$ cat config.mk
export PLATFORM = sky130hd
export DESIGN_NAME = exec_unit
export DESIGN_NICKNAME = d
export VERILOG_FILES = /design/src/gpu_issue_pkg.sv /design/src/exec_unit.sv
export SDC_FILE = /design/constraint.sdc
export NUM_CORES = 2
export LEC_CHECK = 0
export BUFFER_PORTS_ARGS = -buffer_cell sky130_fd_sc_hd__clkbuf_2
export CORE_MARGIN = 10
export CORE_UTILIZATION = 45
export CTS_BUF_LIST = sky130_fd_sc_hd__clkbuf_4
export CTS_CLUSTER_DIAMETER = 30
export DETAILED_ROUTE_END_ITERATION = 16
export PLACE_DENSITY = 0.61
export SKIP_LAST_GASP = 1
export SLEW_MARGIN = 0
export SYNTH_ARGS = -nofsm -noshare
export SYNTH_HDL_FRONTEND = slang
export SYNTH_SLANG_ARGS = --single-unit
export TNS_END_PERCENT = 100
$ cat constraint.sdc
create_clock -name clk -period 10.2 [get_ports clk]
set_input_delay 1.53 -clock clk [delete_from_list [all_inputs] [get_ports clk]]
set_output_delay 1.53 -clock clk [all_outputs]
set_load 0.01 [all_outputs]
$ cat src/gpu_issue_pkg.sv
`default_nettype none

package gpu_issue_pkg;

    localparam int num_warps = 4;
    localparam int num_regs  = 16;
    localparam int wid_bits  = $clog2(num_warps);
    localparam int reg_bits  = $clog2(num_regs);
    localparam int xlen      = 32;
    localparam int imm_bits  = 16;

    typedef enum logic [3:0] {
        op_nop  = 4'd0,
        op_add  = 4'd1,
        op_sub  = 4'd2,
        op_and  = 4'd3,
        op_xor  = 4'd4,
        op_addi = 4'd5,
        op_mul  = 4'd6
    } opcode_e;

    // Word holds opcode in 31..28, rd in 27..24, rs1 in 23..20, rs2 in 19..16 and imm in 15..0
    typedef struct packed {
        logic [wid_bits-1:0] wid;
        logic [31:0]         word;
    } fetch_t;

    typedef struct packed {
        logic [wid_bits-1:0] wid;
        opcode_e             opcode;
        logic [reg_bits-1:0] rd;
        logic [reg_bits-1:0] rs1;
        logic [reg_bits-1:0] rs2;
        logic [xlen-1:0]     imm;       // Sign extended
        logic                wb;
        logic [num_regs-1:0] used_regs; // Registers checked against the scoreboard
    } decoded_t;

    typedef struct packed {
        logic [wid_bits-1:0] wid;
        opcode_e             opcode;
        logic [reg_bits-1:0] rd;
        logic [xlen-1:0]     a;
        logic [xlen-1:0]     b;         // rs2 value or imm
    } exec_req_t;

    typedef struct packed {
        logic                valid;
        logic [wid_bits-1:0] wid;
        logic [reg_bits-1:0] rd;
        logic [xlen-1:0]     data;
    } writeback_t;

endpackage

`default_nettype wire

$ cat src/exec_unit.sv
`timescale 1ns/1ps
`default_nettype none

module exec_unit #(
    parameter int exe_credits = 4,
    parameter int mul_latency = 3
) (
    input  logic                       clk,
    input  logic                       reset,
    input  logic                       issue,
    input  gpu_issue_pkg::exec_req_t   req,
    output logic                       q_valid,
    output gpu_issue_pkg::writeback_t  q_head,
    input  logic                       pop
);
    import gpu_issue_pkg::*;

    localparam int ptr_bits = (exe_credits > 1) ? $clog2(exe_credits) : 1;
    localparam int cnt_bits = $clog2(exe_credits + 1);

    writeback_t alu_stage;
    writeback_t mul_pipe [mul_latency];
    writeback_t queue [exe_credits];

    logic [ptr_bits-1:0] wr_ptr;
    logic [ptr_bits-1:0] rd_ptr;
    logic [cnt_bits-1:0] count;
    logic                is_alu;
    logic                is_mul;
    logic [xlen-1:0]     alu_res;
    logic                mul_push;
    logic                alu_push;
    writeback_t          mul_out;

    function automatic logic [ptr_bits-1:0] ptr_add(input logic [ptr_bits-1:0] p, input int n);
        int sum;
        sum = int'(p) + n;
        if (sum >= exe_credits) begin
            sum = sum - exe_credits;
        end
        return ptr_bits'(sum);
    endfunction

    assign is_mul = issue && (req.opcode == op_mul);
    assign is_alu = issue && (req.opcode inside {op_add, op_sub, op_and, op_xor, op_addi});

    always_comb begin
        case (req.opcode)
            op_sub:  alu_res = req.a - req.b;
            op_and:  alu_res = req.a & req.b;
            op_xor:  alu_res = req.a ^ req.b;
            default: alu_res = req.a + req.b; // add and addi
        endcase
    end

    always_ff @(posedge clk) begin
        if (reset) begin
            alu_stage <= '0;
        end else begin
            alu_stage <= '{valid: is_alu, wid: req.wid, rd: req.rd, data: alu_res};
        end
    end

    // Product formed in the first stage, then carried along
    always_ff @(posedge clk) begin
        if (reset) begin
            for (int i = 0; i < mul_latency; i++) begin
                mul_pipe[i] <= '0;
            end
        end else begin
            mul_pipe[0] <= '{valid: is_mul, wid: req.wid, rd: req.rd, data: req.a * req.b};
            for (int i = 1; i < mul_latency; i++) begin
                mul_pipe[i] <= mul_pipe[i-1];
            end
        end
    end

    assign mul_out  = mul_pipe[mul_latency-1];
    assign mul_push = mul_out.valid;
    assign alu_push = alu_stage.valid;

    // Multiply result takes the first free slot
    always_ff @(posedge clk) begin
        if (mul_push) begin
            queue[wr_ptr] <= mul_out;
        end
        if (alu_push) begin
            queue[ptr_add(wr_ptr, int'(mul_push))] <= alu_stage;
        end
    end

    always_ff @(posedge clk) begin
        if (reset) begin
            wr_ptr <= '0;
            rd_ptr <= '0;
            count  <= '0;
        end else begin
            wr_ptr <= ptr_add(wr_ptr, int'(mul_push) + int'(alu_push));
            if (pop) begin
                rd_ptr <= ptr_add(rd_ptr, 1);
            end
            count <= count + cnt_bits'(mul_push) + cnt_bits'(alu_push) - cnt_bits'(pop);
        end
    end

    assign q_valid = (count != '0);

    always_comb begin
        q_head       = queue[rd_ptr];
        q_head.valid = q_valid;
    end

endmodule

`default_nettype wire

# After elaboration in Yosys (flattened, before gate mapping)
# Memories as Yosys holds them, arrays and structs flattened. A register that Yosys moved wholly into a read port is not among the register bits.
# Index checks and enable logic that the tools add are counted.
# W data, S select, Z words.
# totals
register_bits,46
mem_bits_rw,273
input_bits,78
out_inout_bits,40
wordCells,57
mem_count,2
# mem_list
memory,depth,width,rd,rd_ports_with_merged_regs,wr,line_no,source
queue,4,39,1,1,2,exec_unit.sv:23,writeback_t queue [exe_credits];
mul_pipe,3,39,3,0,3,exec_unit.sv:22,writeback_t mul_pipe [mul_latency];
# op_classes
add_sub_neg,12
multipliers,1
n_lt_le_gt_ge,3
eq_ne,6
n_mux,17
bitwise_logic,5
n_reduce_logical,4
# ops
cell,count
$mux W39,3
$pmux W32 S3,1
$add A32 B32 Y32,1
$and A32 B32 Y32,1
$mul A32 B32 Y32,1
$sub A32 B32 Y32,1
$xor A32 B32 Y32,1
$eq A4 B3 Y1 const B,3
$mux W2,6
$ge A3 B3 Y1 const B,3
$eq A4 B2 Y1 const B,2
$mux W1,7
$add A3 B1 Y3,2
$sub A2 B1 Y2 const B,3
$reduce_bool A5 Y1,1
$eq A4 B1 Y1 const B,1
$add A2 B1 Y3,1
$add A2 B1 Y3 const B,1
$add A2 B2 Y3,1
$or A1 B1 Y1,3
$reduce_bool A3 Y1,1
$sub A3 B1 Y3,1
$add A1 B1 Y2,1
$logic_and A1 B1 Y1,2

# Depth between registers and ports, before layout
# depth
word_depth,5
ltp_mapped,28
mapped_depth_nobuf,25

# Worst setup path before layout
# No wires, ideal clock.
# synth_path
path_kind,input to register
startpoint,in req[6] (netlist name)
endpoint,mem mul_pipe[0][31] (netlist name)
setup_time_ps,128
arrival_ps,7764
t_required_ps,10072
setup_slack_ps,2309
path_stages,23
path_buffers,2
path_cell_list,clkbuf_1 clkbuf_1 and2_1 fa_1 fa_1 fa_1 inv_1 fa_1 inv_1 fa_1 fa_1 fa_1 fa_1 ha_1 a21oi_1 o21bai_1 a21oi_1 o22a_1 o21a_1 a211oi_1 o41ai_1 xnor2_1 nor2_1
# synth_lines
element,line_no,source
from (decl),exec_unit.sv:11,"input gpu_issue_pkg::exec_req_t req,"
to (decl),exec_unit.sv:22,

==> metrics <==
ANT nets after route=0; clock sinks=approximately 310; outcome=finished, final reports clean; commonest non-fill, non-tap cell in the layout=inv_1; GRT Util Overall=0.225; hold path cells=1; DRT iter0 DRCs=1251; Area after DPL=~0.032 mm2; reg2reg start=mul_pipe[0][116]$_SDFF_PP0_; Final Max Tran Viols=0; setup TNS=0 ns; Clock Skews=0.0458 ns; critical path peak fanout=30; EDFF count, synth=152; CTS tree=done; Worst setup EP type=register; critical hold path startpoint=mul_pipe[0][69]$_SDFF_PP0_; Setup crit start=req[6]; post-DR wirelength/cell=approximately 22 um; most frequent cells in the layout=inv_1 (421), fa_1 (412), and2_1 (321); Worst-Margin Slew=approximately 1 ns; hold_buf cts=0; clock-pin slew on the worst setup and hold paths=roughly 0.060 ns; largest net degree at the start of global routing=between 80 and 90; top-area cell type share of the netlist area=0.271; final wirelength=a little under 90000 um; Starting Density=0.453; row cnt=95; NumNets Final=3647; antenna violations before repair=2; post-synth cell types=67; reg2reg path depth=6; required time of the critical path=between 10 and 15 ns; CP Launch Type=input pin; clock latency on the worst-skew pair=0.73 ns; final hold violations=0; HPWL after DPL=roughly 63000 um; Vias=21100; fillers=roughly 6200; Pre-antenna DRT Iters=5; Async S/R FF share, synth=0; syn nets=roughly 3600; Layout area overhead=7.93%; clk buf depth=3; worst flop-to-flop path endpoint=queue[0][37]$_DFFE_PP_; CTS Buf Count=slightly below 80; Die X=280 um; Mapped Area=around 0.03 mm2; final setup fails=0; Endpoint, Worst Hold=mul_pipe[0][108]$_SDFF_PP0_; sequential share of the synthesized area=0.255; max-slew headroom at the worst pin=0.333; Top Ports=118; H-tree levels=3; min-delay worst type=register to register; area leader, netlist=fa_1; DR vias/cell=5.41; Mapped Avg Cell Area=10.5 um2; layout cell share with drive strength beyond 1=0.159; # Post-CTS Setup Buffers=0; top cells by area, synth=fa_1 (27%), edfxtp_1 (15%), dfxtp_1 (10%), ha_1 (7.8%), and2_1 (6.6%); Final Cycle Share=0.770; RSZ-0062 raised after global routing=false; Final Cell Area=between 0.03 and 0.04 mm2; Worst EP arrival=8.44 ns; max_cap viols=0; crit path time final=roughly 8 ns; post-synthesis cell count=between 2000 and 3000; first-pass GRT wire length=136000 um; die area=0.0783 mm2; Worst R2R Setup Slack=7.15 ns; prevailing post-synth register cell=dfxtp_1; DRC=0; Root Buffer=clkbuf_4; Final Wtd Congestion=between 0.9 and 1; Ys Warns=0; core area=about 0.067 mm2; DIE HEIGHT=~280 um; #FFs+latches synth=approximately 310; number of global-route vias before repair=23300; Crit Path Class=input pin to register; post-cts gate resize count=0; Port Buffers=~120; fmax=127 MHz; grt ovf=0
==> cells by family after synthesis <==
logic type	Yosys count	synth area share
fa+ha+maj	601	0.349
buf+inv	574	0.0713
xor+xnor	143	0.0415
compound gates	260	0.0546
flops	311	0.255
mux	195	0.0862
simple gates	817	0.142
==> state kept, by name, indices dropped and copies added, names as in the netlist, named ones only <==
signal	count
alu_push	1
count	3
queue	152
wr_ptr	2
rd_ptr	2
alu_stage	36
mul_pipe	113
==> metal layers <==
metal  vias up  part of all wire  GRT usage
met4         2             0.026     0.0696
met1     10800              0.43      0.296
met2       757              0.48      0.380
met3       154             0.065     0.0327
met5         -           0.00015          0
li1       9455                 -          -
==> area by class of cell <==
class / instances / area [um2] / area share
diodes: 1 / 2.50 / 0.0000763
well taps: 873 / 1090 / 0.0333
inverters: 422 / 1580 / 0.0483
clock inverters: 26 / 219 / 0.00667
clock buffers: 115 / 863 / 0.0263
repair buffers: 140 / 764 / 0.0233
flip-flops and latches: 311 / 7750 / 0.236
multi-input cells: 2016 / 20500 / 0.626
==> how the worst max path moves through the flow <==
stage	end	slack, ns
floorplan	mul_pipe[0][31]$_SDFF_PP0_	2.31
global placement	mul_pipe[0][31]$_SDFF_PP0_	1.64
detailed placement	mul_pipe[0][31]$_SDFF_PP0_	1.64
CTS	mul_pipe[0][31]$_SDFF_PP0_	2.46
global route	mul_pipe[0][31]$_SDFF_PP0_	1.98
finish	mul_pipe[0][31]$_SDFF_PP0_	2.34
==> Yosys cell counts (all sizes together) (10+ instances only) <==
cell type,number
nor2b,96
xor2,40
mux4,38
nor3,17
nor2,85
a31oi,11
fa,412
and2,321
o21ai,41
o21a,14
edfxtp,152
xnor2,103
nand2,240
nand3,10
a21oi,85
ha,189
clkbuf,141
buf,11
dfxtp,159
mux2,154
a21o,20
inv,422
a22oi,28
==> through the flow <==
step                      std cells  worst slack [ns]  utilization  hold slack (ns)
after floorplan                2901              2.31            -            0.414
after detailed placement       3762              1.64        0.473            0.421
after global routing           3904              1.98        0.489            0.420
after CTS                      3903              2.46        0.489            0.403
after global placement         3762              1.64        0.473            0.418
final                          3904              2.34        0.489            0.410
==> worst max-delay path: stages <==
cell and delay [ns]:
clkbuf_2 0.64, and2_1 0.26, fa_1 0.44, fa_1 0.50
fa_1 0.52, inv_1 0.05, fa_1 0.48, inv_1 0.05
fa_1 0.50, inv_1 0.05, fa_1 0.53, inv_1 0.05
fa_1 0.49, fa_1 0.41, ha_1 0.34, nand3_1 0.12
nor2_1 0.06, a32o_1 0.25, nor2_1 0.29, o21a_1 0.19
a211oi_1 0.12, o41ai_1 0.32, xnor2_1 0.16, nor2_1 0.05
Power is not shown: default switching activity piles up to over one toggle a cycle in this logic, so the estimate is an artifact.
