==> src/gpu_issue_pkg.sv <==
`default_nettype none

package gpu_issue_pkg;

    localparam int num_warps = 4;
    localparam int num_regs  = 16;
    localparam int wid_bits  = $clog2(num_warps);
    localparam int reg_bits  = $clog2(num_regs);
    localparam int xlen      = 32;
    localparam int imm_bits  = 16;

    typedef enum logic [3:0] {
        op_nop  = 4'd0,
        op_add  = 4'd1,
        op_sub  = 4'd2,
        op_and  = 4'd3,
        op_xor  = 4'd4,
        op_addi = 4'd5,
        op_mul  = 4'd6
    } opcode_e;

    // Word holds opcode in 31..28, rd in 27..24, rs1 in 23..20, rs2 in 19..16 and imm in 15..0
    typedef struct packed {
        logic [wid_bits-1:0] wid;
        logic [31:0]         word;
    } fetch_t;

    typedef struct packed {
        logic [wid_bits-1:0] wid;
        opcode_e             opcode;
        logic [reg_bits-1:0] rd;
        logic [reg_bits-1:0] rs1;
        logic [reg_bits-1:0] rs2;
        logic [xlen-1:0]     imm;       // Sign extended
        logic                wb;
        logic [num_regs-1:0] used_regs; // Registers checked against the scoreboard
    } decoded_t;

    typedef struct packed {
        logic [wid_bits-1:0] wid;
        opcode_e             opcode;
        logic [reg_bits-1:0] rd;
        logic [xlen-1:0]     a;
        logic [xlen-1:0]     b;         // rs2 value or imm
    } exec_req_t;

    typedef struct packed {
        logic                valid;
        logic [wid_bits-1:0] wid;
        logic [reg_bits-1:0] rd;
        logic [xlen-1:0]     data;
    } writeback_t;

endpackage

`default_nettype wire

==> src/inst_decode.sv <==
`timescale 1ns/1ps
`default_nettype none

module inst_decode (
    input  logic                  clk,
    input  logic                  reset,
    input  logic                  in_valid,
    input  gpu_issue_pkg::fetch_t in_inst,
    output logic                  in_ready,
    input  logic                  issue,
    output logic                  dec_valid,
    output gpu_issue_pkg::decoded_t dec
);
    import gpu_issue_pkg::*;

    logic load;

    function automatic decoded_t decode(input fetch_t f);
        decoded_t    d;
        logic [3:0]  op_raw;
        op_raw = f.word[31:28];
        d.wid  = f.wid;
        d.rd   = f.word[27:24];
        d.rs1  = f.word[23:20];
        d.rs2  = f.word[19:16];
        d.imm  = {{(xlen - imm_bits){f.word[15]}}, f.word[15:0]};
        if (op_raw <= op_mul) begin
            d.opcode = opcode_e'(op_raw);
        end else begin
            d.opcode = op_nop; // Unknown codes do nothing
        end
        d.wb = (d.opcode != op_nop);

        d.used_regs = '0;
        if (d.wb) begin
            d.used_regs[d.rd] = 1'b1;
        end
        if (d.opcode != op_nop) begin
            d.used_regs[d.rs1] = 1'b1;
        end
        if (d.opcode inside {op_add, op_sub, op_and, op_xor, op_mul}) begin
            d.used_regs[d.rs2] = 1'b1;
        end
        return d;
    endfunction

    assign in_ready = !dec_valid || issue; // Empty or draining this cycle
    assign load     = in_valid && in_ready;

    always_ff @(posedge clk) begin
        if (reset) begin
            dec_valid <= 1'b0;
        end else if (load) begin
            dec_valid <= 1'b1;
        end else if (issue) begin
            dec_valid <= 1'b0;
        end
    end

    always_ff @(posedge clk) begin
        if (load) begin
            dec <= decode(in_inst);
        end
    end

endmodule

`default_nettype wire

==> config.mk <==
export PLATFORM = sky130hd
export DESIGN_NAME = inst_decode
export DESIGN_NICKNAME = d
export VERILOG_FILES = /design/src/gpu_issue_pkg.sv /design/src/inst_decode.sv
export SDC_FILE = /design/constraint.sdc
export NUM_CORES = 1
export LEC_CHECK = 0
export BUFFER_PORTS_ARGS = -buffer_cell sky130_fd_sc_hd__buf_4
export CELL_PAD_IN_SITES_DETAIL_PLACEMENT = 1
export CELL_PAD_IN_SITES_GLOBAL_PLACEMENT = 1
export CORE_UTILIZATION = 35
export DETAILED_ROUTE_END_ITERATION = 16
export PLACE_DENSITY = 0.88
export SLEW_MARGIN = 20
export SYNTH_ARGS = -nofsm -noshare
export SYNTH_HDL_FRONTEND = slang
export SYNTH_SLANG_ARGS = --single-unit
==> constraint.sdc <==
create_clock -name clk -period 2.8 [get_ports clk]
set_clock_uncertainty 0.2 [all_clocks]
set_input_delay 0.56 -clock clk [delete_from_list [all_inputs] [get_ports clk]]
set_output_delay 0.56 -clock clk [all_outputs]
set_load 0.03 [all_outputs]
* After elaboration in Yosys (flattened, before gate mapping)
Index checks and enable logic that the tools add are counted.
** Word-level totals
- Flip-flop bits (word level) :: 52
- Bits in writable memories :: 0
- Output and inout bits :: 69
- Logic and storage cells :: 47
- Memories kept :: 0
- Bits in read-only memories :: 0
- Bits in latches :: 0
** Operators by class
- Eq/ne operators :: 5
- Bitwise operators :: 2
- Div/mod/pow operators :: 0
- Multipliers :: 0
- Reduce and logical (&&, ||, !) cells :: 9
- Add/subtract/negate cells :: 0
- $lt $le $gt $ge :: 7
- Shift operators :: 0
- Multiplexer cells :: 15
** Operator list (count)
- $mux W16 :: 5
- $or A16 B16 Y16 :: 2
- $lt A4 B5 Y1 const B :: 3
- $demux W1 S4 :: 3
- $ge A4 B1 Y1 const B :: 3
- $eq A4 B2 Y1 const B :: 2
- $eq A4 B3 Y1 const B :: 2
- $mux W4 :: 2
- $mux W1 :: 5
- $reduce_bool A5 Y1 :: 1
- $eq A4 B1 Y1 const B :: 1
- $le A4 B3 Y1 const B :: 1
- $logic_and A1 B1 Y1 :: 4
- $reduce_bool A4 Y1 :: 1
- $reduce_bool A2 Y1 :: 1
- $logic_not A1 Y1 :: 1
- $logic_or A1 B1 Y1 :: 1

* Longest topological paths before layout
- Word-level depth :: 12
- Gate-level depth with buffers :: 5
- Depth with buffers taken out :: 3

* Least setup slack after synthesis
No wires, ideal clock.
- Path type :: input port to flip-flop
- Start point :: input port issue
- End point :: register dec[0] (netlist name), enable pin
- Data arrival time :: 2.159 ns
- Path slack :: 0.028 ns
- Required time :: 2.186 ns
- Stages :: 2
- Library setup time :: 0.414 ns
- Cell sequence :: nand2b_1 > and2_1
** Between the ends
- Word-level cells in the longest chain between the ends :: 2
** RTL lines
- from (decl) :: line inst_decode.sv:10 : input logic issue,
- $logic_or A1 B1 Y1 :: line inst_decode.sv:47 : assign in_ready = !dec_valid || issue;
- $logic_and A1 B1 Y1 :: line inst_decode.sv:48 : assign load = in_valid && in_ready;
- net load :: line inst_decode.sv:16 : logic load;
- to (signal assigned) :: line inst_decode.sv:62 : dec <= decode(in_inst);
- to (decl) :: line inst_decode.sv:12 : output gpu_issue_pkg::decoded_t dec
The timed path passes the listed nets, and every way through them passes these cells.
A chain may end at the register's enable or synchronous reset.

* Final worst setup path
- Start point :: register, netlist name dec[32]
- End point :: output port dec[45] (netlist name)
No word-level cell between the ends.

==> impl_metrics.toml <==
[outcome]
outcome = "finished clean"

[timing]
worst_case_setup_margin_in_the_final_layout_ps = 847
grt_setup_unrepaired = "false"
worstMarginPinSlew_ps = 707
fmax_ghz = 0.512
final.setup.tns_ps = 0
timing.final.hold_violations = 0
period_needed_ps = 1950
final_max_tran_viols = 0
final-setup-viol-count = 0
final_min_period_over_clock_period = 0.698
slew_headroom = 0.526

[floorplanning]
num_rows = 28
initial_core_util = 0.372
die_w_um = 82.2
die_height_um = 82.2
core_area_um2 = 6060
design.portCount = 107
die-area_um2 = 6760

[setup_path]
largest_fanout_of_any_net_on_the_critical_path = 17
critical_path_class = "reg2out"
max_stage_delay_ps = 630
arrival_ps = 1190
timing.rr.start = "dec_valid"
worstReg2RegEnd = "dec[54]"
critical_path.top_delay_family = "flip-flops"
critPathLaunchType = "register"
critPathCaptureType = "primary output"
crit_buf_inv = 1
timing.reg2reg.worst_path_depth = 3
worstPathCellList = "buf_4"
data_required_time_of_the_worst_path_ps = 2040
slowest_stage = "sky130_fd_sc_hd__edfxtp_1"
reg2reg_slack_ps = 1120

[clock_tree]
postCtsHoldBufs = 0
post-cts-setup-buffer-count = 0
cts_htree_levels = 2
clk_pin_slew_ps = 90
ctsRootBufferMaster = "sky130_fd_sc_hd__clkbuf_8"
cts_made_buffers = 5
cts_resized = 0
worstSkewPairLatency_ps = 300
cts_tree = "done"
clkSinkCount = 52
clk_path_buf_depth = 2

[routing]
vias = 1700
wl_per_cell_um = 17.6
post_route_drc = 0
final_antenna_net_count = 0
drt_wl_total_um = 5810
detail_route.vias_per_cell = 5.17
initialDrtViolationCount = 73
drt_pass1_iterations = 4

[synth]
syn_area_um2 = 2250
ys_warn_count = 0
yosysUniqueCellTypes = 26
syn-instance-count = 158
synth.yosys.seq_area_share = 0.689
synth_edf_count = 51
synthFlopType = "sky130_fd_sc_hd__edfxtp_1"
ys_seq_elements = 52
syn-num-nets = 196
asyncSetResetFlopFracSynth = 0
avgSynthCellArea_um2 = 14.3

[cells_and_area]
number_of_antenna_diodes = 0
layout.cells.non_filler = 329
post_route_cells_drive_above_1_share = 0.496
final_net_count = 291
area_delta_synth_final_pct = 38.8

[global_routing]
number_of_antenna_violations_at_the_first_check_in_global_routing = 0
pin_count_of_the_biggest_net_entering_global_routing = 33
grt_remaining_overflow = 0
grt_util_all_layers = 0.173
grt_pass1_wl_um = 8470
first_global_vias = 1605

[pwr]
report.power.total_uw = 1800
power.density_cell_area_nw_per_um2 = 575
p_switching_uw = 493
power.share.switching = 0.274
power.sequential.fraction = 0.515
pwr-share-clk = 0.285
leakage_uw = 0.00122
peakVddDrop_mv = 0.263
comb_power_share = 0.200
cell_internal_pwr_uw = 1310

[worst_hold_path]
hp-start = "reset"
hold-path-cell-count = 2
hold_path_class = "in2reg"
whs_endpoint = "dec_valid"

[placement]
detailed_place_hpwl_um = 4390
port_buffers = 106
gp_congestion = 0.913
place_ws_ps = 522
placed_cells_incl_taps = 321

[run]
cap_viol_max_count = 0
-- flip-flops by register name, summed over array words and instances, names as in the netlist --
name and cells:
dec 51, dec_valid 1
-- cell usage after synthesis, types with 3 or more instances --
library cell	n	share of area
sky130_fd_sc_hd__buf_4	16	0.053
sky130_fd_sc_hd__and2_1	3	0.0083
sky130_fd_sc_hd__nand2_1	4	0.0067
sky130_fd_sc_hd__a21oi_1	5	0.011
sky130_fd_sc_hd__nor2b_1	12	0.033
sky130_fd_sc_hd__a32oi_1	4	0.016
sky130_fd_sc_hd__a21oi_2	9	0.035
sky130_fd_sc_hd__a22oi_1	9	0.030
sky130_fd_sc_hd__nand3_1	11	0.024
sky130_fd_sc_hd__nand4_1	7	0.019
sky130_fd_sc_hd__edfxtp_1	51	0.68
sky130_fd_sc_hd__nor2_1	6	0.010
sky130_fd_sc_hd__inv_1	4	0.0067
sky130_fd_sc_hd__a31oi_1	3	0.0083
-- worst max path at each step --
stage	from	to	slack, ps	cells after the start
after floorplan	issue	dec[0]	30	2
after global placement	in_inst[31]	dec[3]	600	4
after detailed placement	in_inst[31]	dec[12]	520	4
after CTS	dec[32]	dec[45]	800	1
after global routing	dec[32]	dec[45]	710	1
final	dec[32]	dec[45]	850	1
-- layout by cell type (no fill, tap or decap) --
| cell type | Yosys | final |
|---|---|---|
| sky130_fd_sc_hd__a211o_4 | 1 | 1 |
| sky130_fd_sc_hd__a211oi_1 | 2 | 2 |
| sky130_fd_sc_hd__a21oi_1 | 5 | 5 |
| sky130_fd_sc_hd__a21oi_2 | 9 | 9 |
| sky130_fd_sc_hd__a22oi_1 | 9 | 9 |
| sky130_fd_sc_hd__a31oi_1 | 3 | 3 |
| sky130_fd_sc_hd__a32oi_1 | 4 | 4 |
| sky130_fd_sc_hd__and2_1 | 3 | 2 |
| sky130_fd_sc_hd__and2_2 | 0 | 1 |
| sky130_fd_sc_hd__and2_4 | 1 | 1 |
| sky130_fd_sc_hd__and4_1 | 1 | 1 |
| sky130_fd_sc_hd__buf_12 | 0 | 1 |
| sky130_fd_sc_hd__buf_4 | 16 | 106 |
| sky130_fd_sc_hd__bufinv_16 | 0 | 1 |
| sky130_fd_sc_hd__clkbuf_8 | 0 | 5 |
| sky130_fd_sc_hd__clkinv_1 | 0 | 1 |
| sky130_fd_sc_hd__clkinv_4 | 0 | 1 |
| sky130_fd_sc_hd__conb_1 | 1 | 1 |
| sky130_fd_sc_hd__dfxtp_1 | 1 | 1 |
| sky130_fd_sc_hd__edfxtp_1 | 51 | 51 |
| sky130_fd_sc_hd__inv_1 | 4 | 4 |
| sky130_fd_sc_hd__nand2_1 | 4 | 4 |
| sky130_fd_sc_hd__nand2b_1 | 1 | 1 |
| sky130_fd_sc_hd__nand3_1 | 11 | 11 |
| sky130_fd_sc_hd__nand4_1 | 7 | 7 |
| sky130_fd_sc_hd__nand4bb_1 | 1 | 1 |
| sky130_fd_sc_hd__nor2_1 | 6 | 6 |
| sky130_fd_sc_hd__nor2b_1 | 12 | 12 |
| sky130_fd_sc_hd__nor3_1 | 1 | 1 |
| sky130_fd_sc_hd__nor3b_1 | 1 | 1 |
-- kinds of logic (layout without fill, tap and decap cells) --
logic type             after synthesis  in the layout  synth area share
and+or+nand+nor                     49             49             0.123
AOI/OAI and AO/OA                   33             33             0.114
buffers and inverters               23            119            0.0722
DFF                                 52             52             0.689
other                                1              1           0.00166
-- cell type report --
type | instances | area, um^2
inverter | 4 | 15.0
multi-input combinational | 83 | 541
clock buffer | 5 | 68.8
tap | 75 | 93.8
sequential | 52 | 1550
clock inverter | 3 | 42.5
fill | 647 | 2930
timing repair buffer | 107 | 816
-- routing by layer --
layer | wire (um) | GRT usage
met4 | 89 | 0.0596
met2 | 2820 | 0.298
met5 | 0 | 0
met1 | 2330 | 0.204
met3 | 567 | 0.0505
-- power groups by stage --
stage               combinational (uW)  clock (uW)  sequential (uW)
floorplan                          114           0             1040
global placement                   357           0              941
detailed placement                 362           0              946
CTS                                362         534              928
global route                       380         561              933
finish                             360         513              926
-- through the flow --
stage	hold WS (ps)	cell area [um^2]	utilization
3_3_place_gp	306	3020	0.498
5_1_grt	172	3130	0.516
6_report	193	3130	0.516
4_1_cts	183	3130	0.516
3_5_place_dp	328	3020	0.498
2_1_floorplan	429	2250	-
(Power assumes the default switching activity.)
