===== config.mk =====
export PLATFORM = sky130hd
export DESIGN_NAME = warp_scoreboard
export DESIGN_NICKNAME = d
export VERILOG_FILES = /design/src/gpu_issue_pkg.sv /design/src/warp_scoreboard.sv
export SDC_FILE = /design/constraint.sdc
export NUM_CORES = 1
export LEC_CHECK = 0
export BUFFER_PORTS_ARGS = -buffer_cell sky130_fd_sc_hd__buf_2
export CAP_MARGIN = 20
export CORE_ASPECT_RATIO = 0.9
export CORE_UTILIZATION = 50
export CTS_CLUSTER_DIAMETER = 30
export DETAILED_ROUTE_END_ITERATION = 8
export GPL_TIMING_DRIVEN = 1
export PLACE_DENSITY = 0.76
export SLEW_MARGIN = 20
export SYNTH_ARGS = -nofsm -noshare
export SYNTH_HDL_FRONTEND = slang
export SYNTH_SLANG_ARGS = --single-unit

===== constraint.sdc =====
create_clock -name clk -period 2.8 [get_ports clk]
set_input_delay 0 -clock clk [delete_from_list [all_inputs] [get_ports clk]]
set_output_delay 0 -clock clk [all_outputs]
set_load 0.005 [all_outputs]

===== src/gpu_issue_pkg.sv =====
`default_nettype none

package gpu_issue_pkg;

    localparam int num_warps = 4;
    localparam int num_regs  = 16;
    localparam int wid_bits  = $clog2(num_warps);
    localparam int reg_bits  = $clog2(num_regs);
    localparam int xlen      = 32;
    localparam int imm_bits  = 16;

    typedef enum logic [3:0] {
        op_nop  = 4'd0,
        op_add  = 4'd1,
        op_sub  = 4'd2,
        op_and  = 4'd3,
        op_xor  = 4'd4,
        op_addi = 4'd5,
        op_mul  = 4'd6
    } opcode_e;

    // Word holds opcode in 31..28, rd in 27..24, rs1 in 23..20, rs2 in 19..16 and imm in 15..0
    typedef struct packed {
        logic [wid_bits-1:0] wid;
        logic [31:0]         word;
    } fetch_t;

    typedef struct packed {
        logic [wid_bits-1:0] wid;
        opcode_e             opcode;
        logic [reg_bits-1:0] rd;
        logic [reg_bits-1:0] rs1;
        logic [reg_bits-1:0] rs2;
        logic [xlen-1:0]     imm;       // Sign extended
        logic                wb;
        logic [num_regs-1:0] used_regs; // Registers checked against the scoreboard
    } decoded_t;

    typedef struct packed {
        logic [wid_bits-1:0] wid;
        opcode_e             opcode;
        logic [reg_bits-1:0] rd;
        logic [xlen-1:0]     a;
        logic [xlen-1:0]     b;         // rs2 value or imm
    } exec_req_t;

    typedef struct packed {
        logic                valid;
        logic [wid_bits-1:0] wid;
        logic [reg_bits-1:0] rd;
        logic [xlen-1:0]     data;
    } writeback_t;

endpackage

`default_nettype wire


===== src/warp_scoreboard.sv =====
`timescale 1ns/1ps
`default_nettype none

module warp_scoreboard #(
    parameter int exe_credits = 4
) (
    input  logic                                 clk,
    input  logic                                 reset,
    input  logic                                 dec_valid,
    input  gpu_issue_pkg::decoded_t              dec,
    output logic                                 issue,
    input  logic                                 release_valid,
    input  logic [gpu_issue_pkg::wid_bits-1:0]   release_wid,
    input  logic [gpu_issue_pkg::reg_bits-1:0]   release_rd,
    input  logic                                 credit_return
);
    import gpu_issue_pkg::*;

    localparam int cred_bits = $clog2(exe_credits + 1);

    // One bit per register of each warp, set while a write is outstanding
    logic [num_warps-1:0][num_regs-1:0] inuse_mask;
    logic [num_warps-1:0][num_regs-1:0] inuse_mask_n;
    logic [cred_bits-1:0]               credits;

    logic hazard;
    logic has_credit;
    logic reserve;

    assign hazard     = |(inuse_mask[dec.wid] & dec.used_regs);
    assign has_credit = (credits != '0);
    assign issue      = dec_valid && !hazard && has_credit;

    // Ops without a result push nothing into the queue
    assign reserve = issue && dec.wb;

    always_comb begin
        inuse_mask_n = inuse_mask;
        if (release_valid) begin
            inuse_mask_n[release_wid][release_rd] = 1'b0;
        end
        if (reserve) begin
            inuse_mask_n[dec.wid][dec.rd] = 1'b1; // Reservation wins over release
        end
    end

    always_ff @(posedge clk) begin
        if (reset) begin
            inuse_mask <= '0;
        end else begin
            inuse_mask <= inuse_mask_n;
        end
    end

    always_ff @(posedge clk) begin
        if (reset) begin
            credits <= cred_bits'(exe_credits);
        end else begin
            case ({reserve, credit_return})
                2'b10: begin
                    credits <= credits - 1'b1;
                end
                2'b01: begin
                    credits <= credits + 1'b1;
                end
                default: begin
                    credits <= credits; // Both or neither
                end
            endcase
        end
    end

endmodule

`default_nettype wire


---- Word-level counts from Yosys, hierarchy flattened ----
Cells that the tools add are included.
cells by class
  bitwise logic cells ..................... 4
  $lt $le $gt $ge ......................... 8
  muxes and demuxes ....................... 13
  reduce and logical (&&, ||, !) cells .... 11
  equal/unequal tests ..................... 2
  $add $sub $neg .......................... 2
operator list
  kind                                                                count
  2-to-1 mux 64 bit                                                   2
  AND 64 bit                                                          1
  demux 16 bit (select 2 bit)                                         2
  inverter 64 bit                                                     1
  OR 64 bit                                                           1
  2-to-1 mux 16 bit                                                   3
  binary-select mux 16 bit (select 2 bit)                             1
  AND 16 bit                                                          1
  OR reduction 16 bit                                                 1
  less-than comparator 4 x 5 -> 1 bit (second input constant)         2
  demux 1 bit (select 4 bit)                                          2
  greater-or-equal comparator 4 x 1 -> 1 bit (second input constant)  2
  logical AND 1 bit                                                   7
  less-than comparator 2 x 3 -> 1 bit (second input constant)         2
  one-hot mux 3 bit (2 select lines)                                  1
  greater-or-equal comparator 2 x 1 -> 1 bit (second input constant)  2
  adder 3 x 1 -> 3 bit (second input constant)                        1
  nonzero test 3 bit                                                  1
  subtractor 3 x 1 -> 3 bit (second input constant)                   1
  == test 2 x 1 -> 1 bit (second input constant)                      1
  == test 2 bit (second input constant)                               1
  2-to-1 mux 1 bit                                                    2
  nonzero test 2 bit                                                  1
  logical NOT 1 bit                                                   1
word-level totals
  output and inout port bits .............. 1
  word-level logic and storage cells ...... 45
  register bits after elaboration ......... 67
  bits of input ports ..................... 78

---- Logic depth before layout (Yosys ltp) ----
Gate-level depths: netlist of the first run.
  depth in word-level cells ............... 11
  depth in mapped cells ................... 15
  depth with buffers taken out ............ 11

---- Least setup slack after synthesis of the first run ----
OpenSTA, ideal clock, no wires.
  kind .................................... register to register
  start point ............................. register inuse_mask[55] (netlist name)
  end point ............................... register credits[2]
  setup slack ............................. -0.200 ns
  stages on the path, launching flop included .. 13
  library setup time ...................... 0.132 ns
  required time ........................... 2.668 ns
  period minus slack after synthesis ...... 3.000 ns
  buffers on the path ..................... 1
  arrival time ............................ 2.868 ns
  cells stage by stage .................... dfxtp_1 mux4_2 a22o_1 a221oi_2 nand4b_1 buf_4 or3_1 ha_1 inv_1 fa_1 xor2_1 nor3_1 or3b_2
on the way
  cells in the longest elaborated chain, start to end .. 10
  elaborated cells on any way between the ends .. 12
  those cells by class .................... eq/ne: 2; mux: 3; bitwise: 1; reduce/logical: 6
ends and longest elaborated chain
  element                                                                          RTL line               text
  from (decl)                                                                      warp_scoreboard.sv:22  logic [num_warps-1:0][num_regs-1:0] inuse_mask;
  from (signal assigned)                                                           warp_scoreboard.sv:51  inuse_mask <= inuse_mask_n;
  binary-select mux 16 bit (select 2 bit) (*)                                      warp_scoreboard.sv:30  assign hazard = |(inuse_mask[dec.wid] & dec.used_regs);
  2-to-1 mux 16 bit (not written as such) (*)                                      warp_scoreboard.sv:30
  AND 16 bit (*)                                                                   warp_scoreboard.sv:30
  OR reduction 16 bit (*)                                                          warp_scoreboard.sv:30
  logical NOT 1 bit (*)                                                            warp_scoreboard.sv:32  assign issue = dec_valid && !hazard && has_credit;
  logical AND 1 bit (*) (2 in a row)                                               warp_scoreboard.sv:32
  logical AND 1 bit (*)                                                            warp_scoreboard.sv:35  assign reserve = issue && dec.wb;
  == test 2 x 1 -> 1 bit / == test 2 bit (equally long branches)                   warp_scoreboard.sv:59  case ({reserve, credit_return})
  one-hot mux 3 bit (2 select lines) / nonzero test 2 bit (equally long branches)  --
  to (signal assigned)                                                             warp_scoreboard.sv:57  credits <= cred_bits'(exe_credits);
  to (signal assigned)                                                             warp_scoreboard.sv:61  credits <= credits - 1'b1;
  to (signal assigned)                                                             warp_scoreboard.sv:64  credits <= credits + 1'b1;
  to (decl)                                                                        warp_scoreboard.sv:24  logic [cred_bits-1:0] credits;
Every way passes the cells marked *; elsewhere a longest branch is shown, timed or not. The select of a mux whose other input is x is not followed.
A chain may end at the register's enable or synchronous reset.

---- Worst setup path in the final report of the first run ----
Same ends and word-level chain as after synthesis.

==> impl_metrics.ini, run 1 <==
[status]
outcome = finished, violations left
violations = negative setup slack

[yosys]
synthArstFlopShare_pct = 0
ys.flop_type = dfxtp_1
yosysSeqAreaShare_pct = 33.8
synth_fp_nets = 500
synth_area_mm2 = 0.00397
syn_area_per_cell_um2 = 9.45
syn_inst = 420
synth_cell_types = 40
yosysWarnings = 0
synth-seq-cells = 67
synth-edff-count = 0

[power_and_ir_drop]
power.leakage_nw = 1.65
p_per_area_mw_per_mm2 = 519
share_comb_of_total_power_pct = 14.2
intPower_mw = 1.74
swShare_pct = 26.1
clock_power_share_pct = 44.5
pwr-share-seq_pct = 41.3
p_switching_mw = 0.614
vdd_ir_drop_max_mv = 0.396

[drt]
first_iter_violations = 396
drc_errors = 0
routed_via_density = 6.53
wl_per_cell_um = 21.5
ant_nets = 0
dr.pass1.iters = 5
vias = 3624
finalWirelength_um = 11900

[layout]
drive_gt1_share_pct = 28.3
utilization_pct = 59.4
design_area_mm2 = 0.00453
antenna_cells = 0
nets = 534
area_delta_synth_final_pct = 14.2
fillers = 670

[worst_setup_path]
crit_end = credits[2]
cp.required_ns = 3.04
worst_ep_arrival_time_ns = 3.23
crit_fanout = 2
r2r_cells = 11
crit_start = inuse_mask[55]
crit_path_end_kind = flip-flop
cpPeakStageDelay_ns = 0.47
cp-start-kind = flip-flop
r2r_end = credits[2]
r2r_slack_ns = -0.20
r2r_start = inuse_mask[55]
critical_path_class = reg2reg
slowest_stage = mux4_2
crit_path_cell_trace = mux4_2, a22o_1, a221oi_2, nand4b_1, or3_1, ha_2, inv_2, fa_2, xor2_1, nor3_1, or3b_4

[global_routing]
grt_max_degree = 72
grtUsageTotal_pct = 30.4
antenna_found_initial = 0
grt_pass1_vias = 3610
grt_pass1_wl_um = 18700
overflow = 0

[die]
dieArea_mm2 = 0.00830
core_mm2 = 0.00762
row_count = 30
die_h_um = 86.5
start_util_pct = 52.1
ios = 79
die_w_um = 95.9

[sta]
final-hold-violation-count = 0
finalMaxSlewViolations = 0
rsz0062_at_grt = true
setup_slack_ns = -0.197
tns_ns = -0.249
period_needed_ns = 3.00
fmax_ghz = 0.334
fin_crit_sh_pct = 107
worst_slew_pin_slew_ns = 1.13
holdWs_ns = 0.0644
relSlewSlack_pct = 25.0
finalClockSkew_ns = 0.0133
setup_viol_count_final = 2

[clocking]
cts_buffer_depth = 2
numCtsBuffers = 9
clock_sinks = 67
h-tree-depth = 3
tritoncts = done
cts.clk_slew.worst_paths_ns = 0.07
clockRootBuffer = clkbuf_8
holdBufCountCts = 0
clock_latency_ns = 0.36

[placed_design]
pre_cts_slack_ns = -0.280
port_buffers = 34
gp_congestion = 0.906
placement.cell_area_mm2 = 0.00425
dp_hpwl_um = 7620

[worst_hold_path]
hold_class = in2reg
min_from = dec[58]

[job]
cap_viol_max_count = 0
[metrics by stage]
stage / total power, mW / std cells
4_1_cts: 2.35 / 555
3_3_place_gp: 1.30 / 538
3_5_place_dp: 1.31 / 538
6_report: 2.35 / 555
5_1_grt: 2.43 / 555
2_1_floorplan: 1.20 / 420
[worst max-delay path: cells and delay by family, from the launching register on]
kind                     cells  cell delay [ns]
XOR/XNOR                     1             0.18
buffers and inverters        1             0.06
multiplexers                 1             0.47
AO/OA/AOI/OAI                2             0.49
flip-flops                   1             0.33
AND/OR/NAND/NOR              4             0.95
adder cells (fa/ha/maj)      2             0.40
[synthesized netlist by cell type (all sizes together), types with 2 or more instances]
master,number,area [um^2]
nand2,68,255
mux2,5,56.3
clkbuf,21,78.8
or2,6,37.5
dfxtp,67,1340
o21ai,21,105
a21oi,2,10.0
nand4,2,12.5
mux4,9,203
inv,3,11.3
or3,4,25.0
nor2b,22,138
nor2,10,37.5
buf,16,131
nand2b,4,25.0
nand3b,46,345
mux2i,10,100
nand3,6,30.0
o41ai,64,756
or3b,2,17.5
nor3,9,45.0
xor2,2,17.5
nor3b,8,60.1
[kinds of logic (layout without fill, tap and decap cells)]
family                   count (synthesis)  count (layout)  share of synthesized area (%)
AND/OR/NAND/NOR                        191             191                           26.7
AO/OA/AOI/OAI                           94              94                           23.6
flip-flops                              67              67                           33.8
buffers and inverters                   40              79                           5.58
multiplexers                            24              24                           9.05
adder cells (fa/ha/maj)                  2               2                          0.820
XOR/XNOR                                 2               2                          0.442
[final cells by class]
cell class	instances	area [um^2]	area share (%)
Inverter	3	11.3	0.249
Sequential cell	67	1340	29.6
Clock buffer	12	165	3.65
Clock inverter	4	95.1	2.10
Timing Repair Buffer	60	378	8.34
Multi-Input combinational cell	313	2420	53.4
Tap cell	96	120	2.65
[timing repair]
action                                  CTS  global route
hold endpoints to repair                  0             0
setup buffers                             1             0
resized for setup                         5             0
gates cloned                              0             0
pin swaps                                 8             2
endpoints found under the setup margin    2             2
[metal layers]
metal  vias to the layer above  track usage [%]  part of all wire (%)  wire (um)
met2                       191             48.4                    47       5560
met1                      1741             38.9                    43       5110
met3                        28             8.86                   8.6       1030
met5                         -                0                     0          0
li1                       1664                -                     -          -
met4                         0             11.1                   2.0        234
[state kept, by name (all words and copies together), names as in the netlist]
| signal | flops |
|---|---|
| inuse_mask | 64 |
| credits | 3 |
[worst min path at each step]
stage | endpoint | cells past startpoint
after global placement | inuse_mask[31] | 3
final | inuse_mask[47] | 3
after CTS | inuse_mask[47] | 3
after detailed placement | inuse_mask[47] | 3
after global routing | inuse_mask[47] | 3
after floorplan | inuse_mask[15] | 2
[cell usage in the layout (no fill, tap or decap), types with 8 or more instances in the layout]
cell type,instances
nand2_1,68
dfxtp_1,66
nand3b_1,46
o41ai_1,38
buf_2,34
o41ai_2,26
buf_4,25
nor2b_1,22
o21ai_0,21
clkbuf_8,12
mux2i_1,10
nor2_1,10
nor3_1,9
mux4_2,9
nor3b_1,8
[power groups by stage]
| stage | clock network [mW] | logic (mW) | registers (mW) |
|---|---|---|---|
| finish | 1.05 | 0.333 | 0.972 |
| global route | 1.10 | 0.354 | 0.973 |
| CTS | 1.05 | 0.325 | 0.972 |
| detailed placement | 0 | 0.317 | 0.994 |
| global placement | 0 | 0.311 | 0.993 |
| floorplan | 0 | 0.207 | 0.995 |
No activity file was read; power rests on OpenSTA's default activity.
==> inputs of run 2 (changes only) <==
PLACE_DENSITY = not set   (was 0.76)
PLACE_DENSITY_LB_ADDON = 0.2   (was not set)
==> run 2 against run 1 <==
First-iteration DRC count shrank 2.3%. Via count is essentially flat. Cell area shrank 1.4%. Clock-buffer cell count grew 3. Sequential share of layout area grew 0.46 points. Highest routed layer unchanged. Register-to-register slack gained 0.05 ns. Power shrank 7.8%. Cell count shrank 0.90%. Largest cell class unchanged. Setup slack gained 0.046 ns. The run still ends with negative setup slack left. Global-route usage shrank 0.50 points. Core utilization shrank 0.80 points. Sequential cell count is the same.
==> impl_metrics.ini, run 2 (synthesis gave the netlist of run 1 again) <==
[status]
outcome = finished, violations left
violations = negative setup slack

[placed_design]
placedCellCount = 534
dp_hpwl_um = 7690
placement.cell_area_mm2 = 0.00422
gp_congestion = 0.872
port_buffers = 34

[layout]
drive_gt1_share_pct = 28.2
area_delta_synth_final_pct = 12.6
final_cells = 550
mostFrequentLayoutCells = nand2_1 (66), dfxtp_1 (64), nand3b_1 (46), o41ai_1 (38), buf_2 (34)
reg_top3 = inuse_mask (64), credits (3)
regArea_mm2 = 0.00135
nets = 529
largest_reg_flops = 64
antenna_cells = 0
multi_input_area_mm2 = 0.00244
layout_commonest_cell = nand2_1
design_area_mm2 = 0.00447
largest_register = inuse_mask
fillers = 676

[job]
cap_viol_max_count = 0

[power_and_ir_drop]
p_switching_mw = 0.605
p_per_area_mw_per_mm2 = 485
pwr-share-seq_pct = 44.9
power.leakage_nw = 1.60
swShare_pct = 27.9
intPower_mw = 1.56
share_comb_of_total_power_pct = 15.7
clock_power_share_pct = 39.5
vdd_ir_drop_max_mv = 0.305

[sta]
period_needed_ns = 2.95
finalClockSkew_ns = 0.00321
final-hold-violation-count = 0
rsz0062_at_grt = true
fmax_ghz = 0.339
setup_slack_ns = -0.150
finalMaxSlewViolations = 0
worst_slew_pin_slew_ns = 1.14
setup_viol_count_final = 1
relSlewSlack_pct = 24.0
fin_crit_sh_pct = 105
holdWs_ns = 0.0672

[worst_setup_path]
crit_path_cell_trace = mux4_2, nand2_2, nand4_1, or3_4, or3_4, ha_4, inv_2, fa_2, xor2_2, o21ai_1, or3b_4
r2r_cells = 11
crit_start = inuse_mask[59]
r2r_start = inuse_mask[59]
critical_path_class = reg2reg
crit_path_end_kind = flip-flop
r2r_slack_ns = -0.15
worst_ep_arrival_time_ns = 3.18
cp.required_ns = 3.03
r2r_end = credits[2]
crit_end = credits[2]
cpPeakStageDelay_ns = 0.46
cp-start-kind = flip-flop
slowest_stage = mux4_2
worst_path_most_repeated_cell = or3_4
crit_fanout = 2

[die]
row_count = 30
core_mm2 = 0.00762
dieArea_mm2 = 0.00830
die_h_um = 86.5
die_w_um = 95.9
start_util_pct = 52.1
ios = 79

[drt]
wl_per_cell_um = 21.4
drc_errors = 0
dr.pass1.iters = 5
first_iter_violations = 387
ant_nets = 0
routed_via_density = 6.58
vias = 3621
finalWirelength_um = 11800

[clocking]
clock_sinks = 67
holdBufCountCts = 0
cts_buffer_depth = 2
h-tree-depth = 3
numCtsBuffers = 9
clock_latency_ns = 0.34
clockRootBuffer = clkbuf_8
cts.clk_slew.worst_paths_ns = 0.07
tritoncts = done
post-cts-setup-buffers = 0

[global_routing]
grt_pass1_vias = 3394
antenna_found_initial = 0
grtUsageTotal_pct = 29.9
grt_pass1_wl_um = 18300
grt_max_degree = 66
overflow = 0

[worst_hold_path]
min_from = dec[58]
hold_class = in2reg
## run 2: worst min path at each step
stage / to / slack (ns) / depth (start not counted)
5_1_grt: inuse_mask[15] / 0.09 / 3
6_report: inuse_mask[39] / 0.07 / 3
2_1_floorplan: inuse_mask[15] / 0.22 / 2
4_1_cts: inuse_mask[39] / 0.06 / 3
3_3_place_gp: inuse_mask[31] / 0.42 / 3
3_5_place_dp: inuse_mask[55] / 0.42 / 3
## run 2: power by group through the flow
stage / Clock (mW) / Sequential (mW) / Combinational, mW
6_report: 0.856 / 0.973 / 0.340
5_1_grt: 0.904 / 0.974 / 0.361
4_1_cts: 0.861 / 0.973 / 0.326
3_5_place_dp: 0 / 0.995 / 0.315
3_3_place_gp: 0 / 0.994 / 0.311
2_1_floorplan: 0 / 0.995 / 0.207
## run 2: worst max-delay path: cells and delay by family, from the launching register on
family          cells  cell delay [ns]
mux                 1             0.46
compound gates      1             0.13
simple gates        5             1.42
buf+inv             1             0.05
flops               1             0.32
xor+xnor            1             0.07
fa+ha+maj           2             0.38
## run 2: metal layers
| metal | part of all wire (%) | global-route usage (%) |
|---|---|---|
| met1 | 44 | 40.8 |
| met2 | 46 | 47.7 |
| met3 | 7.9 | 6.67 |
| met4 | 1.7 | 7.87 |
| met5 | 0 | 0 |
## run 2: final cells by class
type	instances	share of cell area, %
Multi-Input combinational cell	313	54.7
Sequential cell	67	30.1
Timing Repair Buffer	55	7.62
Clock buffer	15	3.95
Tap cell	96	2.69
Clock inverter	1	0.672
Inverter	3	0.252
## run 2: through the flow
step / util [%] / power, mW / TNS (ns) / worst slack, ns
4_1_cts: 58.4 / 2.16 / -0.207 / -0.189
2_1_floorplan: - / 1.20 / -0.141 / -0.141
3_5_place_dp: 55.4 / 1.31 / -0.414 / -0.341
3_3_place_gp: 55.4 / 1.31 / -0.361 / -0.294
5_1_grt: 58.6 / 2.24 / -0.323 / -0.254
6_report: 58.6 / 2.17 / -0.150 / -0.150
## run 2: repair_timing
| action | CTS | global route |
|---|---|---|
| setup endpoints to repair | 1 | 2 |
| pin swaps | 11 | 5 |
| hold endpoints to repair | 0 | 0 |
| gates resized for setup | 9 | 4 |
==> inputs of run 3 (changes only) <==
HOLD_SLACK_MARGIN = 0.1   (was not set)
==> run 3 against run 2 <==
The flow still finishes with violations (negative setup slack). Core utilization grew 0.39 points. Clock skew grew 0.0016 ns. Via count grew 0.25%. Register-to-register slack is essentially flat. Sequential share of layout area shrank 0.20 points. Cell area grew 0.67%. Global-route usage is essentially flat. Combinational power is essentially flat. Critical endpoint unchanged. Largest power group unchanged.
==> impl_metrics.ini, run 3 (synthesis gave the netlist of run 1 again) <==
[job]
cap_viol_max_count = 0

[die]
ios = 79
dieArea_mm2 = 0.00830
die_w_um = 95.9
start_util_pct = 52.1
die_h_um = 86.5
core_mm2 = 0.00762
row_count = 30

[worst_setup_path]
cp-start-kind = flip-flop
cp.required_ns = 3.03
critPathTopFamily = simple AND/OR/NAND/NOR gates
critical_path_class = reg2reg
crit_path_end_kind = flip-flop
r2r_start = inuse_mask[59]
crit_path_cell_trace = mux4_2, nand2_2, nand4_1, or3_4, or3_4, ha_4, inv_2, fa_2, xor2_2, o21ai_1, or3b_4
cpPeakStageDelay_ns = 0.46
crit_fanout = 2
r2r_slack_ns = -0.15
worst_path_most_repeated_cell = or3_4
slowest_stage = mux4_2
crit_start = inuse_mask[59]
worst_ep_arrival_time_ns = 3.18
path_buf_inv = 1

[sta]
relSlewSlack_pct = 25.9
worst_slew_pin_slew_ns = 1.11
rsz0062_at_grt = true
finalMaxSlewViolations = 0
finalClockSkew_ns = 0.00479
fin_crit_sh_pct = 105
fmax_ghz = 0.339
setup_viol_count_final = 1
period_needed_ns = 2.95
setup_slack_ns = -0.147
final-hold-violation-count = 0

[placed_design]
dp_hpwl_um = 7690
port_buffers = 34
placement.cell_area_mm2 = 0.00422
gp_congestion = 0.872

[clocking]
clock_sinks = 67
clock_latency_ns = 0.34
h-tree-depth = 3
cts_buffer_depth = 2
cts.clk_slew.worst_paths_ns = 0.07
clockRootBuffer = clkbuf_8
tritoncts = done
numCtsBuffers = 9
post-cts-setup-buffers = 0

[layout]
drive_gt1_share_pct = 28.0
reg_top3 = inuse_mask (64), credits (3)
largest_register = inuse_mask
mostFrequentLayoutCells = nand2_1 (66), dfxtp_1 (64), nand3b_1 (46), o41ai_1 (38), buf_2 (34)
fillers = 673
largest_reg_flops = 64
antenna_cells = 0
layout_commonest_cell = nand2_1
nets = 532
regArea_mm2 = 0.00135
multi_input_area_mm2 = 0.00244
design_area_mm2 = 0.00450
area_delta_synth_final_pct = 13.4

[global_routing]
grtUsageTotal_pct = 29.8
grt_pass1_vias = 3403
overflow = 0
grt_max_degree = 66
antenna_found_initial = 0
grt_pass1_wl_um = 18300

[drt]
ant_nets = 0
first_iter_violations = 361
drc_errors = 0
dr.pass1.iters = 5
finalWirelength_um = 11900
vias = 3630
wl_per_cell_um = 21.5
routed_via_density = 6.56

[status]
outcome = finished, violations left
violations = negative setup slack

[worst_hold_path]
min_from = release_rd[1]
hold_class = in2reg

[power_and_ir_drop]
p_per_area_mw_per_mm2 = 484
vdd_ir_drop_max_mv = 0.309
power.leakage_nw = 1.61
finalPower_mw = 2.18
-- run 3: changes by cell type in the layout (fill, tap and decap cells not counted) --
cell           previous run  this run
dlygate4sd3_1             0         3
-- run 3: area by class of cell --
| class | instances | area share, % |
|---|---|---|
| tap | 96 | 2.67 |
| timing repair buffer | 58 | 8.23 |
| sequential | 67 | 29.9 |
| multi-input combinational | 313 | 54.4 |
| clock buffer | 15 | 3.92 |
| clock inverter | 1 | 0.668 |
| inverter | 3 | 0.250 |
-- run 3: stage by stage --
stage | cells | setup TNS [ns] | hold WS [ns] | worst slack [ns] | util, %
3_5_place_dp | 534 | -0.414 | 0.419 | -0.341 | 55.4
6_report | 553 | -0.147 | 0.155 | -0.147 | 59.0
4_1_cts | 553 | -0.207 | 0.137 | -0.189 | 58.8
2_1_floorplan | 420 | -0.141 | 0.220 | -0.141 | -
3_3_place_gp | 534 | -0.361 | 0.417 | -0.294 | 55.4
5_1_grt | 553 | -0.323 | 0.180 | -0.254 | 59.0
-- run 3: final timing paths --
kind                            cells after the start             end
worst min register to register                      2   inuse_mask[3]
worst min-delay path                                4  inuse_mask[47]
worst max register to register                     11      credits[2]
worst max-delay path                               11      credits[2]
-- run 3: report_power, final --
group	internal, mW	switching (mW)	leakage (nW)
clock	0.487	0.373	0.104
combinational	0.115	0.228	0.968
sequential	0.965	0.00805	0.542
-- run 3: timing repair --
item / 4_1_cts / 5_1_grt
gates resized for setup: 9 / 4
endpoints found under the hold margin: 8 / 0
pin swaps: 11 / 5
hold buffers: 3 / 0
endpoints found under the setup margin: 1 / 2
-- run 3: tightest hold or removal path: stages --
cell and delay (ns):
buf_2 0.15, nand4_1 0.17, o21ai_0 0.09, o41ai_1 0.05
-- run 3: per-layer routing --
layer  global-route usage (%)  vias to the layer above  part of all wire (%)  wire length (um)
met1                     40.7                     1792                    44              5250
met3                     6.67                       18                   7.5               889
met4                     8.01                        0                   1.5               182
met2                     47.7                      156                    47              5540
li1                         -                     1664                     -                 -
met5                        0                        -                     0                 0
